===== src/design/egress_pkg.sv =====
////////////////////////////////////////////////////////////////////////////
// Shared sizes, port number type and FSM state encodings of the
// egress router
////////////////////////////////////////////////////////////////////////////

package egress_pkg;

    // Ingress word geometry
    localparam int DATA_BYTES = 8;
    localparam int WORD_W     = DATA_BYTES * 8;

    // Output ports
    localparam int NUM_PORTS = 4;
    localparam int PORT_W    = $clog2(NUM_PORTS);

    // Store-and-forward buffer per port
    localparam int BUF_WORDS = 64;
    localparam int BUF_AW    = $clog2(BUF_WORDS);

    // Largest accepted packet, 32 words
    localparam int MAX_PKT_BYTES = 256;

    typedef logic [PORT_W-1:0] port_t;

    // Buffer write side
    typedef enum logic [1:0] {
        WR_IDLE,
        WR_STORE,
        WR_DROP
    } wr_state_t;

    // Byte serializer
    typedef enum logic {
        SER_IDLE,
        SER_SEND
    } ser_state_t;

endpackage


===== src/design/port_serializer.sv =====
////////////////////////////////////////////////////////////////////////////
// Word to byte conversion with a byte valid/ready output
////////////////////////////////////////////////////////////////////////////

`timescale 1ns/1ps

module port_serializer (
    input  logic                             clk,
    input  logic                             reset,
    input  logic                             rd_valid,
    input  logic                             rd_last,
    input  logic [egress_pkg::WORD_W-1:0]     rd_data,
    input  logic [egress_pkg::DATA_BYTES-1:0] rd_keep,
    output logic                             rd_ready,
    input  logic                             out_ready,
    output logic                             out_valid,
    output logic                             out_last,
    output logic [7:0]                       out_data
);

    import egress_pkg::*;

    ser_state_t state;

    // Word currently being sent
    logic [WORD_W-1:0]     word_data;
    logic [DATA_BYTES-1:0] word_keep;
    logic                  word_last;

    logic [$clog2(DATA_BYTES)-1:0] byte_idx;

    logic [DATA_BYTES-1:0] keep_rest;
    logic                  final_byte;
    logic                  byte_fire;
    logic                  word_done;
    logic                  load;

    // Keep bits from the current byte upwards; nothing above it means last kept byte
    assign keep_rest  = word_keep >> byte_idx;
    assign final_byte = (keep_rest[DATA_BYTES-1:1] == '0);

    assign out_valid = (state == SER_SEND);
    assign out_data  = word_data[byte_idx*8 +: 8];
    assign out_last  = out_valid && word_last && final_byte;

    assign byte_fire = out_valid && out_ready;
    assign word_done = byte_fire && final_byte;

    // Next word is requested while idle or as the last kept byte leaves
    assign rd_ready = (state == SER_IDLE) || word_done;
    assign load     = rd_valid && rd_ready;

    ////////////////////////////////////////////////////////////////////////
    // Control FSM

    always_ff @(posedge clk) begin
        if (reset) begin
            state    <= SER_IDLE;
            byte_idx <= '0;
        end else begin
            case (state)
                SER_IDLE: begin
                    if (load) begin
                        state    <= SER_SEND;
                        byte_idx <= '0;
                    end
                end
                SER_SEND: begin
                    if (word_done) begin
                        byte_idx <= '0;
                        state    <= load ? SER_SEND : SER_IDLE;
                    end else if (byte_fire) begin
                        byte_idx <= byte_idx + 1'b1;
                    end
                end
                default: begin
                    state <= SER_IDLE;
                end
            endcase
        end
    end

    // Word holding register
    always_ff @(posedge clk) begin
        if (load) begin
            word_data <= rd_data;
            word_keep <= rd_keep;
            word_last <= rd_last;
        end
    end

endmodule


===== config.mk =====
export PLATFORM = sky130hd
export DESIGN_NAME = port_serializer
export DESIGN_NICKNAME = d
export VERILOG_FILES = /design/src/design/egress_pkg.sv /design/src/design/port_serializer.sv
export SDC_FILE = /design/constraint.sdc
export NUM_CORES = 1
export LEC_CHECK = 0
export ABC_AREA = 1
export BUFFER_PORTS_ARGS = -buffer_cell sky130_fd_sc_hd__buf_2
export CAP_MARGIN = 20
export CORE_MARGIN = 4
export CORE_UTILIZATION = 51
export DETAILED_ROUTE_END_ITERATION = 10
export GPL_TIMING_DRIVEN = 0
export HOLD_SLACK_MARGIN = 0.08
export PLACE_DENSITY = 0.86
export SKIP_LAST_GASP = 1
export SYNTH_ARGS = -nofsm -noshare
export SYNTH_HDL_FRONTEND = slang
export SYNTH_SLANG_ARGS = --single-unit

===== constraint.sdc =====
create_clock -name clk -period 5.8 [get_ports clk]
set_clock_uncertainty 0.05 [all_clocks]
set_input_delay 1.16 -clock clk [delete_from_list [all_inputs] [get_ports clk]]
set_output_delay 1.16 -clock clk [all_outputs]
set_load 0.1 [all_outputs]

After elaboration in Yosys (flattened, before gate mapping)

Index checks and enable logic that the tools add are counted.

Word-level logic and storage cells: 26
Output and inout port bits: 11
Bits in registers: 77
Input port bits: 77

$add $sub $neg: 1
Shift operators: 2
Reduce and logical (&&, ||, !) cells: 8
Equal/unequal tests: 2
Bitwise operators: 1
Multiplexer cells: 7

Operators with widths:

| cell                | number |
|---|---|
| $shiftx 64x7->8     | 1 |
| $mux 3              | 3 |
| $shr 8x3->8         | 1 |
| $logic_not 7->1     | 1 |
| $pmux 3 s2          | 1 |
| $logic_and 1x1->1   | 5 |
| $add 3x1->3 const B | 1 |
| $ne 3x1->1 const B  | 1 |
| $mux 1              | 2 |
| $ne 2x2->1 const B  | 1 |
| $pmux 1 s2          | 1 |
| $reduce_and 2->1    | 1 |
| $logic_or 1x1->1    | 1 |
| $not 1->1           | 1 |

Logic depth before layout (Yosys ltp)

Depth after elaboration: 8
Gate-level depth with buffers: 12
Mapped depth without buffers: 11

Least setup slack after synthesis

No wires, ideal clock.

Path kind: register -> register
Start: reg state (netlist: out_valid)
End: reg word_data[0], enable pin
Library setup time: 526 ps
Data arrival time: 4,939 ps
Cell stages (with the launch flop): 5
Required time: 5,224 ps
Setup slack: 285 ps
Clock period less this slack: 5,515 ps
Buffers on the path: 0
Cell sequence: dfxtp_1 nand2_1 inv_1 nand2_2 a21oi_1

Longest elaborated chain between the ends: 4
Elaborated cells between the ends (all ways): 5
Those cells by class: 1 x bitwise; 4 x reduce/logical

RTL lines:

| element                  | line                  | source |
|---|---|---|
| start: declaration       | port_serializer.sv:23 | `ser_state_t state;` |
| start signal: assignment | port_serializer.sv:71 | `state <= load ? SER_SEND : SER_IDLE;` |
| $logic_and 1x1->1        | port_serializer.sv:46 | `assign byte_fire = out_valid && out_ready;` |
| $logic_and 1x1->1        | port_serializer.sv:47 | `assign word_done = byte_fire && final_byte;` |
| $logic_or 1x1->1 *       | port_serializer.sv:50 | `assign rd_ready = (state == SER_IDLE) \|\| word_done;` |
| $logic_and 1x1->1 *      | port_serializer.sv:51 | `assign load = rd_valid && rd_ready;` |
| net load                 | port_serializer.sv:36 | `logic load;` |
| end signal: assignment   | port_serializer.sv:86 | `word_data <= rd_data;` |
| end: declaration         | port_serializer.sv:26 | `logic [WORD_W-1:0] word_data;` |

The timed path passes the listed nets; every way through them passes the cells marked *.
A chain may end at the register's enable or synchronous reset.

Worst setup path in the final report

Start: reg byte_idx[1]
End: out out_data[2]

Longest elaborated chain between the ends: 1

RTL lines:

| element                  | line                  | source |
|---|---|---|
| start: declaration       | port_serializer.sv:30 | `logic [$clog2(DATA_BYTES)-1:0] byte_idx;` |
| start signal: assignment | port_serializer.sv:73 | `byte_idx <= byte_idx + 1'b1;` |
| $shiftx 64x7->8          | port_serializer.sv:43 | `assign out_data = word_data[byte_idx*8 +: 8];` |
| end: declaration         | port_serializer.sv:18 | `output logic [7:0] out_data` |

No other way between the ends.

==> flow_summary.toml <==
[outcome]
status = "completed"

[global_route]
grt_pass1_vias = 2181
track_usage_pct = 19.26
overflow = 0
initial_antenna_violation_count = 0
largest_net_degree_at_the_start_of_global_routing = 31
grt_pass1_wl_microns = 10470

[synth]
synth_area_sq_mm = 0.003025
synth-seq-area-share_pct = 74.11
ys_types = 25
netlist.area_leader.share_pct = 71.46
yosys_warnings = 0
syn_area_per_cell_sq_um = 12.55
netlist_top_cells_area = "edfxtp_1, nor2_1, nand2_1"
post_synth_inst_count = 241
synth-seq-cells = 76
synth_nets = 319
post_synthesis_cell_type_with_the_largest_combined_area = "edfxtp_1"

[cells_and_area]
layout_overhead_on_the_synthesized_area_pct = 26.68
area_of_the_multi_input_gates_sq_um = 684.4
fill_cells = 400
antennaDiodeCount = 0
layout.cells.most_common_list = "buf_2, edfxtp_1, nor2_1"
regArea_sq_mm = 0.002242
finish.net_count = 418
mostFrequentLayoutCell = "buf_2"
proportion_of_layout_cells_with_a_drive_suffix_above_1_pct = 36.34

[worst_setup_path]
critical_path.reg2reg.startpoint = "byte_idx[1]"
worst-endpoint-arrival_ns = 2.18
timing.reg2reg.setup_slack_ns = 3.56
r2r_cells = 8
cp_capture_type = "output port"
required_worst_endpoint_ns = 4.59
timing.rr.end = "word_data[52]"
cp-start-kind = "register"
critical_path.max_fanout = 10
critical_path_class = "reg -> out"

[timing]
final_critical_path_setup_slack_ns = 2.407
setup_total_negative_slack_ns = 0
hold_viol = 0
min_period_over_period_pct = 58.51
timing_worst_slew_pin_value_ns = 0.7238
finalSetupViolCount = 0
drv_slew = 0
achievable_freq_mhz = 294.7
rsz0062_at_grt = "false"
timing.max_slew.rel_slack_pct = 51.64
period_minus_slack_ns = 3.393

[clocking]
worst_setup_hold_path_clk_slew_ns = 0.07
cts_sinks = 76
htree_levels = 3
clock_tree_from_tritoncts = "done"
cts-hold-fix-buffers = 0
cts.repair.resized = 0
cts-buffers-inserted = 9
cts-root-to-sink-buffers = 2
clock_tree.root_cell = "clkbuf_8"
postCtsSetupBuffers = 0
clk-insertion-delay-late_ns = 0.33

[floorplan]
floorplan.die.height_microns = 85.02
dieArea_sq_mm = 0.007228
floorplan.initialDensity_pct = 53.63
floorplan.core_area_sq_mm = 0.005642
floorplan.io_pins = 88
row_count = 27
dieWidth_microns = 85.02

[drt]
routed_wl_microns = 6758
routedWlPerCell_microns = 16.25
vias_per_cell = 5.260
drtAntennaViolNets = 0
count_of_routing_violations_after_the_opening_detailed_route_iteration = 264
detailedRoute.firstPassIterationCount = 5
detailroute.via_count = 2188
drc = 0

[placement]
gpl.final_weighted_congestion = 0.8195
io_buf_count = 86
dpl.hpwl_microns = 4624
pre_cts_slack_ns = 2.603

[power]
max-vdd-ir-drop_mv = 0.2625
power.density_cell_area_mw_per_mm2 = 346.1
cellLeakagePower_uw = 0.001597

[min_path]
worstHoldPathCells = 2
worst_hold_endpoint = "byte_idx[1]"
worst_hold_startpoint = "out_valid"
worst_hold_path_type = "reg -> reg"

[flow_run]
drv.max_cap_violation_count = 0
-- critical path: stages (launching register included) --
cell and delay (ns):
dfxtp_1 0.34, inv_2 0.15, clkbuf_1 0.42, o21ai_0 0.18, o22ai_1 0.15, nand2_1 0.10, nand2_1 0.09, buf_2 0.42
-- Yosys cell counts, drive strengths merged --
library cell	n
edfxtp	72
nand2	43
nor2	38
o21ai	34
o22ai	16
inv	10
buf	8
dfxtp	4
nand3	4
clkbuf	3
a21oi	2
clkinv	2
xor2	2
and3	1
ha	1
or2	1
-- kinds of logic after synthesis --
group	synth area share [%]
xor gates and xnor gates	0.5791
DFF	74.11
and+or+nand+nor	11.87
adders and majority gates	0.4135
AOI/OAI and AO/OA	9.388
buffers and inverters	3.640
-- flip-flops by register name (all words and copies together), names as in the netlist --
register and count:
word_data 64, word_last 1, word_keep 7, byte_idx 3
out_valid 1
-- area by class of cell --
type	count	area share (%)
clock inverters	6	2.710
multi-input cells	142	17.86
plain buffers	11	1.632
well taps	72	2.351
flip-flops and latches	76	58.50
inverters	12	1.241
repair buffers	88	12.47
clock buffers	9	3.232
-- power breakdown --
part	internal [uW]	switching, uW	total, uW
registers	637	9.90	646
logic	58.1	159	217
clock network	280	182	463
total	975	351	1330
-- through the flow --
stage / instances / total power, uW / utilization (%) / instance area, sq um / hold slack [ns]
final: 416 / 1326 / 67.93 / 3832 / 0.6172
after detailed placement: 401 / 873.9 / 63.89 / 3605 / 0.6025
after CTS: 416 / 1331 / 67.93 / 3832 / 0.6115
after global routing: 416 / 1373 / 67.93 / 3832 / 0.6745
after global placement: 399 / 868.1 / 62.85 / 3546 / 0.5590
after floorplan: 241 / 809.7 / - / 3025 / 0.6044
-- routing by layer --
layer  vias up  part of all wire [%]  track usage, %
met5         -                     0               0
li1       1050                     -               -
met1      1023                    38           21.69
met2        99                    52           34.39
met4         0                   2.5           8.201
met3        16                   7.8           4.951
-- how the worst max path moves through the flow --
stage / startpoint / endpoint / cells after the start
after floorplan: out_valid / word_data[0] / 4
after global placement: out_ready / word_data[19] / 5
after detailed placement: out_ready / rd_ready / 6
after CTS: byte_idx[1] / out_data[2] / 7
after global routing: byte_idx[1] / out_data[2] / 7
final: byte_idx[1] / out_data[2] / 7
(Power assumes the default switching activity.)
