$ cat config.mk
export PLATFORM = sky130hd
export DESIGN_NAME = egress_demux
export DESIGN_NICKNAME = d
export VERILOG_FILES = /design/src/design/egress_pkg.sv /design/src/design/egress_demux.sv
export SDC_FILE = /design/constraint.sdc
export NUM_CORES = 1
export LEC_CHECK = 0
export BUFFER_PORTS_ARGS = -buffer_cell sky130_fd_sc_hd__buf_2
export CAP_MARGIN = 25
export CORE_MARGIN = 10
export CORE_UTILIZATION = 45
export DETAILED_ROUTE_END_ITERATION = 6
export PLACE_DENSITY = 0.84
export SYNTH_ARGS = -nofsm -noshare
export SYNTH_HDL_FRONTEND = slang
export SYNTH_SLANG_ARGS = --single-unit
export TNS_END_PERCENT = 20
$ cat constraint.sdc
create_clock -name clk -period 2.2 [get_ports clk]
set_input_delay 0 -clock clk [delete_from_list [all_inputs] [get_ports clk]]
set_output_delay 0 -clock clk [all_outputs]
set_load 0.02 [all_outputs]
$ cat src/design/egress_pkg.sv
////////////////////////////////////////////////////////////////////////////
// Shared sizes, port number type and FSM state encodings of the
// egress router
////////////////////////////////////////////////////////////////////////////

package egress_pkg;

    // Ingress word geometry
    localparam int DATA_BYTES = 8;
    localparam int WORD_W     = DATA_BYTES * 8;

    // Output ports
    localparam int NUM_PORTS = 4;
    localparam int PORT_W    = $clog2(NUM_PORTS);

    // Store-and-forward buffer per port
    localparam int BUF_WORDS = 64;
    localparam int BUF_AW    = $clog2(BUF_WORDS);

    // Largest accepted packet, 32 words
    localparam int MAX_PKT_BYTES = 256;

    typedef logic [PORT_W-1:0] port_t;

    // Buffer write side
    typedef enum logic [1:0] {
        WR_IDLE,
        WR_STORE,
        WR_DROP
    } wr_state_t;

    // Byte serializer
    typedef enum logic {
        SER_IDLE,
        SER_SEND
    } ser_state_t;

endpackage

$ cat src/design/egress_demux.sv
////////////////////////////////////////////////////////////////////////////
// Ingress register and per-port write steering of packet words
////////////////////////////////////////////////////////////////////////////

`timescale 1ns/1ps

module egress_demux (
    input  logic                             clk,
    input  logic                             reset,
    input  logic                             in_valid,
    input  logic                             in_last,
    input  logic [egress_pkg::WORD_W-1:0]     in_data,
    input  logic [egress_pkg::DATA_BYTES-1:0] in_keep,
    input  egress_pkg::port_t                in_port,
    output logic [egress_pkg::NUM_PORTS-1:0]  wr_en,
    output logic [egress_pkg::WORD_W-1:0]     wr_data,
    output logic [egress_pkg::DATA_BYTES-1:0] wr_keep,
    output logic                             wr_last
);

    import egress_pkg::*;

    // High when the next valid word opens a new packet
    logic  first_word;
    port_t cur_port;
    port_t port_sel;

    // The port number only counts on the first word of a packet
    assign port_sel = first_word ? in_port : cur_port;

    ////////////////////////////////////////////////////////////////////////
    // Packet framing and port tracking

    always_ff @(posedge clk) begin
        if (reset) begin
            first_word <= 1'b1;
            cur_port   <= '0;
            wr_en      <= '0;
        end else begin
            if (in_valid) begin
                first_word <= in_last;
                cur_port   <= port_sel;
            end
            // One-hot enable, one cycle behind the ingress word
            wr_en <= in_valid ? (NUM_PORTS'(1) << port_sel) : '0;
        end
    end

    ////////////////////////////////////////////////////////////////////////
    // Word payload register

    always_ff @(posedge clk) begin
        if (in_valid) begin
            wr_data <= in_data;
            wr_keep <= in_keep;
            wr_last <= in_last;
        end
    end

endmodule

Yosys cells after proc, flatten, opt, wreduce, memory -nomap -nowiden
Index checks and enable logic that the tools add are counted.
{"block": "word_totals", "word_cells": 10, "inputBits": 78, "reg_bits": 80}
{"block": "classes", "mux": 1, "reduce_logical": 1, "n_bitwise": 1, "shift": 1}
{"op": "$shl A1 B2 Y4 const A", "n": 1}
{"op": "$mux W2", "n": 1}
{"op": "$reduce_or A2 Y1", "n": 1}
{"op": "$not A1 Y1", "n": 1}

Longest topological paths before layout
Gate-level depths: netlist of the first run.
{"block": "depth", "depth_word": 2, "ltp_mapped": 3, "ltp_nobuf": 2}

Worst setup path before layout of the first run
No wires, ideal clock.
{"block": "synth_path", "kind": "reg-to-reg", "start": "reg first_word", "end": "reg wr_en[1] (netlist bit)", "arrival_time_ns": 0.871, "setup_ns": 0.078, "stages_incl_launch_ff": 4, "n_path_buf": 1, "slack_ns": 1.252, "path_cell_list": "dfxtp_1 -> buf_6 -> mux2_4 -> nor3_1"}
{"block": "synth_between", "elab_chain_len": 2}
{"item": "start: declaration", "line": "egress_demux.sv:24", "rtl": "logic first_word;"}
{"item": "start signal: assignment", "line": "egress_demux.sv:41", "rtl": "first_word <= in_last;"}
{"item": "$mux W2", "line": "egress_demux.sv:29", "rtl": "assign port_sel = first_word ? in_port : cur_port;"}
{"item": "$shl A1 B2 Y4", "line": "egress_demux.sv:45", "rtl": "wr_en <= in_valid ? (NUM_PORTS'(1) << port_sel) : '0;"}
{"item": "end signal: assignment", "line": "egress_demux.sv:45"}
{"item": "end: declaration", "line": "egress_demux.sv:15", "rtl": "output logic [egress_pkg::NUM_PORTS-1:0] wr_en,"}
Every way passes these cells.
A chain may end at the register's enable or synchronous reset.

Final worst setup path of the first run
{"block": "layout_path", "start": "reg first_word", "end": "reg cur_port[1]"}
{"block": "layout_between", "elab_chain_len": 1}
{"item": "$mux W2", "line": "egress_demux.sv:29"}
{"item": "end signal: assignment", "line": "egress_demux.sv:42", "rtl": "cur_port <= port_sel;"}
{"item": "end: declaration", "line": "egress_demux.sv:25", "rtl": "port_t cur_port;"}
Every way passes these cells.

==> flow_summary_export.csv, run 1 <==
group,metric,value,unit
placed_design,finalWeightedCongestion,0.7675,
pwr,p_leak,0.001871,uW
synthesis,synth_cells,97,
timing,tightest_slew,706.1,ps
pwr,p_per_area,784.4,nW/um^2
synthesis,synth_largest_area_cell,"edfxtp_1",
layout,multiInputGateArea,122.6,sq um
clock_tree,clkTransAtPathRegs,80,ps
status,status,"completed",
pwr,ir_drop,0.7646,mV
die,floorplan.io_pins,155,
die,dieArea,8842,sq um
timing,fin_crit_sh,67.84,%
layout,area_growth,74.18,%
global_route,first_global_vias,2240,
detailed_routing,dr.pass1.iters,4,
critical_path,cp.required,2480,ps
die,coreArea,5205,sq um
placed_design,dp.cells,322,
layout,drive_gt1_share,49.86,%
clock_tree,numCtsBuffers,9,
critical_path,startpoint_type,"flop",
timing,timing.hold.ws,244.1,ps
detailed_routing,drc,0,
layout,final_area,4295,sq um
hold_path,hold_path.class,"in -> reg",
clock_tree,cts_tree,"done",
synthesis,synth_warnings,0,
job,cap_violations,0,
timing,fin_crit,1493,ps
detailed_routing,routed_via_density,4.662,
detailed_routing,drt_iter0_markers,98,
layout,final_cells,417,
global_route,grt_max_degree,59,
synthesis,seq_area_frac_synth,94.57,%
timing,max_slew_margin,52.93,%
die,initial_utilization,47.38,%
pwr,power,3369,uW
clock_tree,cts-root-buf,"clkbuf_8",
critical_path,crit_fanout,7,
synthesis,syn_area,2466,sq um
detailed_routing,ant_nets,0,
die,fp-row-count,26,
clock_tree,htreeDepth,3,
clock_tree,cts.sinks,80,
critical_path,crit_type,"reg -> reg",
placed_design,dpl.hpwl,4.996,mm
global_route,grt_use_total,20.54,%
critical_path,critical_path_arrival,1770,ps
synthesis,synth.distinct_cells,14,
synthesis,ys_ff_latch,80,
layout,final_nets,418,
synthesis,yosys-top-cells-area,"edfxtp_1, dfxtp_1, mux2_4, mux2i_1, nor3_1",
critical_path,end_kind,"flop",
global_route,grt_overflow_total,0,
placed_design,port-buffer-count,154,
global_route,antenna_found_initial,2,
detailed_routing,dr_total_vias,1944,
synthesis,syn_area_per_cell,25.42,sq um
placed_design,dpl-instance-area,3331,sq um
timing,finClkSkew,9.208,ps
synthesis,syn-num-nets,175,
clock_tree,insertion_delay,340,ps
synthesis,synthDominantCellAreaShare,88.89,%
layout,fillers,262,
detailed_routing,wirelength,8.897,mm
timing,max_freq,670.0,MHz
timing,hold_viol,0,
global_route,grt_pass1_wl,13.29,mm
clock_tree,cts.path.max_buffers,2,
detailed_routing,avgRoutedWirePerCell,21.34,microns
layout,regArea,2332,sq um
die,die_x,94.03,microns
timing,rsz0062_at_grt,"false",
die,die_h,94.03,microns
timing,setup_viol,0,
timing,final_max_slew_viol_count,0,
timing,fin_tns_setup,0,ps
synthesized netlist by cell type:
cell / instances
nor3_1: 4
a211o_1: 1
nand2b_1: 1
nor2b_1: 1
mux2i_1: 2
edfxtp_1: 73
a211oi_1: 1
dfxtp_1: 7
nand3_1: 1
buf_6: 1
nor2_1: 1
a21bo_2: 1
mux2_4: 2
a21oi_1: 1
state kept, by name (all words and copies together) (netlist names):
| name | flops |
|---|---|
| cur_port | 2 |
| first_word | 1 |
| wr_data | 64 |
| wr_en | 4 |
| wr_keep | 8 |
| wr_last | 1 |
worst max-delay path: stages (launching register included):
cell and delay, ps:
dfxtp_1 540, nand3_1 170, a21oi_1 180, dlygate4sd3_1 550
per-layer routing:
| metal | vias to the layer above | global-route usage (%) | part of all wire [%] |
|---|---|---|---|
| li1 | 871 | - | - |
| met1 | 916 | 21.22 | 35 |
| met2 | 142 | 34.27 | 52 |
| met3 | 15 | 10.39 | 12 |
| met4 | 0 | 9.114 | 2.1 |
| met5 | - | 0 | 0 |
cells in the final DEF, fill, tap and decap left out, drive strengths merged:
| cell | synthesis | final |
|---|---|---|
| buf | 1 | 156 |
| dlygate4sd3 | 0 | 77 |
| edfxtp | 73 | 73 |
| clkbuf | 0 | 12 |
| dfxtp | 7 | 7 |
| nor3 | 4 | 4 |
| clkinv | 0 | 3 |
| diode | 0 | 2 |
| mux2i | 2 | 2 |
| mux2 | 2 | 2 |
| nand2b | 1 | 1 |
| nor2b | 1 | 1 |
| a211o | 1 | 1 |
| nand3 | 1 | 1 |
| a21bo | 1 | 1 |
| a21oi | 1 | 1 |
| nor2 | 1 | 1 |
| a211oi | 1 | 1 |
| bufinv | 0 | 1 |
metrics by stage:
stage / util (%) / setup WS, ps
finish: 82.52 / 707.5
global route: 82.52 / 665.5
CTS: 82.43 / 794.2
detailed placement: 63.99 / 985.5
global placement: 63.99 / 1000
floorplan: - / 1252
layout make-up:
type	instances	area share, %
diodes	2	0.1165
repair buffers	233	36.29
clock inverters	4	1.020
multi-input cells	16	2.855
well taps	70	2.039
flip-flops and latches	80	54.30
clock buffers	12	3.379
path summary, 6_finish.rpt:
path	startpoint	endpoint	slack, ps	cells after the start
max	first_word	cur_port[1]	710	3
min reg2reg	cur_port[0]	cur_port[0]	560	2
min	in_valid	wr_data[39]	240	1
max reg2reg	first_word	cur_port[1]	710	3
power by group:
group / total, uW / leakage, uW / internal [uW] / switching, uW
logic: 504 / 0.00100 / 223 / 281
clock network: 1040 / 0.0000978 / 549 / 488
registers: 1830 / 0.000772 / 1790 / 42.2
cells by family (layout without fill, tap and decap cells):
kind of cell	count (synthesis)	in the layout	synth area share (%)
AND/OR/NAND/NOR	8	8	1.674
AO/OA/AOI/OAI	4	4	1.268
flip-flops	80	80	94.57
buffers and inverters	1	249	0.4566
multiplexers	4	4	2.030
other	0	2	0
timing repair:
action | in CTS | in global routing
gates resized for setup | 0 | 0
setup buffers | 0 | 0
hold buffers | 77 | 0
hold endpoints to repair | 79 | 0
Power figures use the tool's default switching activity.
==> run 2: changes to the inputs <==
- CORE_UTILIZATION: 45 -> 42
- PLACE_DENSITY: 0.84 -> 0.79
- clock period: 2.2 -> 1.4 ns (I/O delays scaled with it)
==> run 2 against run 1 <==
Against the previous run:
- clock-buffer cell count decreased by 3
- core utilization decreased by 5.0 points
- critical path type unchanged
- power increased by 62%
- register-to-register slack got worse by 660 ps
- cell area increased by 1.3%
- highest routed layer unchanged
- global-route usage decreased by 0.98 points
==> flow_summary_export.csv, run 2 (synthesized netlist as in run 1, its figures left out) <==
group,metric,value,unit
detailed_routing,drc,0,
critical_path,crit_fanout,7,
timing,setup_viol,0,
pwr,p_int,4152,uW
global_route,grt_overflow_total,0,
pwr,p_sw_share,24.14,%
hold_path,hold_path.class,"in -> reg",
timing,fin_crit,1356,ps
die,floorplan.io_pins,155,
global_route,grt_max_degree,38,
layout,final_nets,418,
layout,top_regs,"wr_data: 64 flops, wr_keep: 8 flops, wr_en: 4 flops",
die,fp-row-count,27,
clock_tree,cts.path.max_buffers,2,
detailed_routing,dr.pass1.iters,4,
placed_design,finalWeightedCongestion,0.8211,
critical_path,startpoint_type,"flop",
pwr,p_leak,0.001886,uW
timing,max_freq,737.4,MHz
timing,timing.hold.ws,80.54,ps
pwr,power,5473,uW
timing,hold_viol,0,
global_route,first_global_vias,2093,
timing,fin_crit_sh,96.87,%
detailed_routing,ant_nets,0,
critical_path,end_kind,"flop",
timing,finClkSkew,2.219,ps
job,cap_violations,0,
pwr,p_per_area,1258,nW/um^2
die,die_h,96.63,microns
layout,top_register,"wr_data",
timing,fin_tns_setup,0,ps
clock_tree,htreeDepth,3,
detailed_routing,routed_via_density,4.698,
layout,multiInputGateArea,126.4,sq um
pwr,seqPwrFrac,52.5,%
clock_tree,numCtsBuffers,9,
clock_tree,cts-root-buf,"clkbuf_8",
pwr,p_comb_share,14.9,%
clock_tree,cts_tree,"done",
die,die_x,96.63,microns
clock_tree,postCtsSetupBuffers,0,
layout,mostFrequentLayoutCells,"buf_2, dlygate4sd3_1, edfxtp_1, clkbuf_8, dfxtp_1",
timing,final_max_slew_viol_count,0,
clock_tree,cts.sinks,80,
critical_path,crit_type,"reg -> reg",
status,status,"completed",
timing,rsz0062_at_grt,"false",
placed_design,port-buffer-count,154,
pwr,power.switching,1321,uW
die,initial_utilization,43.98,%
global_route,antenna_found_initial,1,
layout,largest_reg_flops,64,
detailed_routing,dr_total_vias,1959,
layout,fillers,304,
layout,layout_commonest_cell,"buf_2",
detailed_routing,drt_iter0_markers,161,
die,dieArea,9336,sq um
die,coreArea,5608,sq um
critical_path,critical_path_arrival,1630,ps
timing,max_slew_margin,78.20,%
layout,drive_gt1_share,51.16,%
pwr,clock_power_share,32.7,%
layout,regArea,2337,sq um
placed_design,dpl.hpwl,5.939,mm
clock_tree,insertion_delay,330,ps
layout,fin_util,77.55,%
detailed_routing,wirelength,9.498,mm
detailed_routing,avgRoutedWirePerCell,22.78,microns
clock_tree,clkTransAtPathRegs,90,ps
timing,tightest_slew,327.0,ps
global_route,grt_pass1_wl,13.83,mm
critical_path,cp.required,1670,ps
placed_design,dp.cells,324,
layout,final_cells,417,
pwr,ir_drop,0.7147,mV
layout,area_growth,76.36,%
global_route,grt_use_total,19.57,%
==> run 2: final timing paths <==
check,start,to,slack [ps],cells past startpoint
worst max-delay path,first_word,cur_port[1],40,3
worst min-delay path,in_valid,wr_data[29],80,1
worst max register to register,first_word,cur_port[1],40,3
worst min register to register,cur_port[0],cur_port[0],520,2
==> run 2: per-layer routing <==
metal  track usage (%)  part of all wire, %
met4             7.215                  1.6
met5                 0                    0
met3             6.458                  8.6
met2             33.74                   52
met1             21.92                   38
==> run 2: timing repair <==
action,CTS,global route
hold buffers,77,0
endpoints found under the hold margin,79,0
resized for setup,0,4
setup endpoints to repair,0,1
==> run 2: area by class of cell <==
class / count / area share, %
repair buffers: 233 / 36.42
clock inverters: 6 / 1.956
flip-flops and latches: 80 / 53.74
clock buffers: 9 / 2.848
diodes: 1 / 0.05754
well taps: 72 / 2.071
multi-input cells: 16 / 2.906
==> run 2: power groups by stage <==
stage	registers [uW]	clock network, uW	logic [uW]
final	2870	1790	813
after global routing	2880	1940	851
after CTS	2860	1810	799
after detailed placement	2910	0	624
after global placement	2900	0	609
after floorplan	3140	0	35.6
==> run 2: stage by stage <==
step | area, sq um | worst slack (ps)
after floorplan | 2466 | 451.5
after global routing | 4349 | 18.86
after detailed placement | 3358 | 296.1
final | 4349 | 43.86
after global placement | 3358 | 353.1
after CTS | 4338 | 13.98
==> run 2: critical path: stages, from the launching register on <==
cell and delay (ps):
dfxtp_4 380, a21bo_2 220, a21oi_2 130, dlygate4sd3_1 560
==> run 3: changes to the inputs <==
- CORE_UTILIZATION: 42 -> 45
- PLACE_DENSITY: 0.79 -> 0.84
- clock period: 1.4 -> 1.6 ns (I/O delays scaled with it)
==> run 3 against run 2 <==
Against the previous run:
- core utilization grew 5.8 points
- largest cell class unchanged
- sequential power shrank 13%
- first-iteration DRC count rose by 1.9%
- final cell count is 0.48% higher
- die area is 5.3% lower
==> flow_summary_export.csv, run 3 (synthesized netlist as in run 1, its figures left out) <==
group,metric,value,unit
timing,tightest_slew,461.3,ps
critical_path,crit_type,"reg -> reg",
detailed_routing,dr.pass1.iters,4,
critical_path,rr_startpoint,"first_word",
global_route,grt_overflow_total,0,
critical_path,r2r_setup_slack,70,ps
clock_tree,insertion_delay,350,ps
die,fp-row-count,26,
die,die_h,94.03,microns
critical_path,reg2reg_depth,3,
global_route,first_global_vias,2260,
critical_path,cpPeakStageDelay,570,ps
hold_path,hold_depth,1,
placed_design,pre_cts_ws,515.2,ps
global_route,grt_max_degree,38,
critical_path,end_kind,"flop",
timing,fin_crit,1525,ps
die,dieArea,8842,sq um
detailed_routing,drc,0,
layout,drive_gt1_share,49.86,%
timing,setup_viol,0,
critical_path,crit_family,"flip-flops",
global_route,antenna_found_initial,3,
layout,final_nets,418,
global_route,grt_pass1_wl,13.20,mm
layout,area_growth,75.90,%
critical_path,critPathLaunch,"first_word",
critical_path,crit_chain,"nand3_1 > a21oi_1 > dlygate4sd3_1",
die,die_x,94.03,microns
layout,fin_util,83.34,%
timing,finClkSkew,7.429,ps
layout,final_area,4338,sq um
placed_design,dpl.hpwl,5.170,mm
hold_path,hold_end,"wr_data[46]",
clock_tree,cts-root-buf,"clkbuf_8",
hold_path,worstHoldStart,"in_valid",
hold_path,hold_path.class,"in -> reg",
detailed_routing,avgRoutedWirePerCell,21.73,microns
layout,fillers,258,
clock_tree,htreeDepth,3,
timing,setup_ws,74.91,ps
detailed_routing,drt_iter0_markers,164,
clock_tree,cts.sinks,80,
critical_path,reg2reg_to,"cur_port[1]",
critical_path,critical_path_arrival,1820,ps
placed_design,dpl-instance-area,3343,sq um
placed_design,finalWeightedCongestion,0.7794,
timing,final_max_slew_viol_count,0,
layout,top_register,"wr_data",
die,coreArea,5205,sq um
detailed_routing,ant_nets,0,
pwr,power,4844,uW
critical_path,crit_fanout,7,
pwr,ir_drop,0.8993,mV
critical_path,critPathBufInv,1,
layout,mostFrequentLayoutCells,"buf_2, dlygate4sd3_1, edfxtp_1, clkbuf_8, dfxtp_1",
status,status,"completed",
layout,largest_reg_flops,64,
pwr,p_per_area,1117,nW/um^2
clock_tree,cts.path.max_buffers,2,
detailed_routing,wirelength,9.104,mm
critical_path,startpoint_type,"flop",
layout,top_regs,"wr_data: 64 flops, wr_keep: 8 flops, wr_en: 4 flops",
pwr,p_leak,0.001886,uW
job,cap_violations,0,
clock_tree,post_cts_resized,0,
clock_tree,numCtsBuffers,9,
placed_design,port-buffer-count,154,
critical_path,crit_slowest_cell,"dfxtp_1",
clock_tree,cts_tree,"done",
timing,max_slew_margin,69.25,%
die,initial_utilization,47.38,%
layout,layout_commonest_cell,"buf_2",
clock_tree,clkTransAtPathRegs,80,ps
timing,rsz0062_at_grt,"false",
timing,max_freq,655.7,MHz
timing,hold_viol,0,
detailed_routing,dr_total_vias,1972,
detailed_routing,routed_via_density,4.706,
timing,fin_tns_setup,0,ps
global_route,grt_use_total,20.36,%
die,floorplan.io_pins,155,
critical_path,cp.required,1900,ps
timing,fin_crit_sh,95.32,%
run 3: routing by layer:
| metal | wire [microns] | vias up | GRT usage [%] | part of all wire, % |
|---|---|---|---|---|
| met5 | 0 | - | 0 | 0 |
| met4 | 153 | 0 | 7.215 | 1.7 |
| met3 | 954 | 15 | 10.23 | 10 |
| met1 | 3214 | 961 | 21.26 | 35 |
| li1 | - | 875 | - | - |
| met2 | 4782 | 121 | 34.56 | 53 |
run 3: stage by stage:
| step | std cells | hold slack [ps] |
|---|---|---|
| floorplan | 97 | 69.07 |
| global placement | 322 | 176.0 |
| detailed placement | 322 | 178.1 |
| CTS | 415 | 130.5 |
| global route | 419 | 123.2 |
| finish | 419 | 129.9 |
run 3: what timing repair did:
item	in CTS	in global routing
hold buffers	77	0
endpoints found under the hold margin	79	0
buffers inserted	0	0
run 3: final cells by class:
type	count	area, sq um	share of cell area (%)
diodes	4	10.01	0.2307
clock buffers	13	148.9	3.432
clock inverters	3	65.06	1.500
multi-input cells	16	122.6	2.827
flip-flops and latches	80	2332	53.76
well taps	70	87.58	2.019
repair buffers	233	1572	36.23
run 3: worst reg2reg max path, stage by stage, from the launching register on:
cell           delay (ps)
dfxtp_1               570
nand3_1               180
a21oi_1               180
dlygate4sd3_1         560
run 3: report_power, final:
group | leakage (uW) | internal (uW) | total (uW) | switching [uW]
clock network | 0.000108 | 923 | 1630 | 711
registers | 0.000772 | 2450 | 2510 | 56.3
logic | 0.00101 | 310 | 701 | 391
total | 0.00189 | 3690 | 4840 | 1160
run 3: worst max path at each step:
| stage | slack, ps | to | cells past startpoint |
|---|---|---|---|
| after floorplan | 650 | wr_en[1] | 3 |
| after detailed placement | 520 | wr_en[0] | 2 |
| final | 70 | cur_port[1] | 3 |
| after CTS | 200 | cur_port[1] | 3 |
| after global routing | 6 | cur_port[1] | 3 |
| after global placement | 540 | wr_en[1] | 2 |
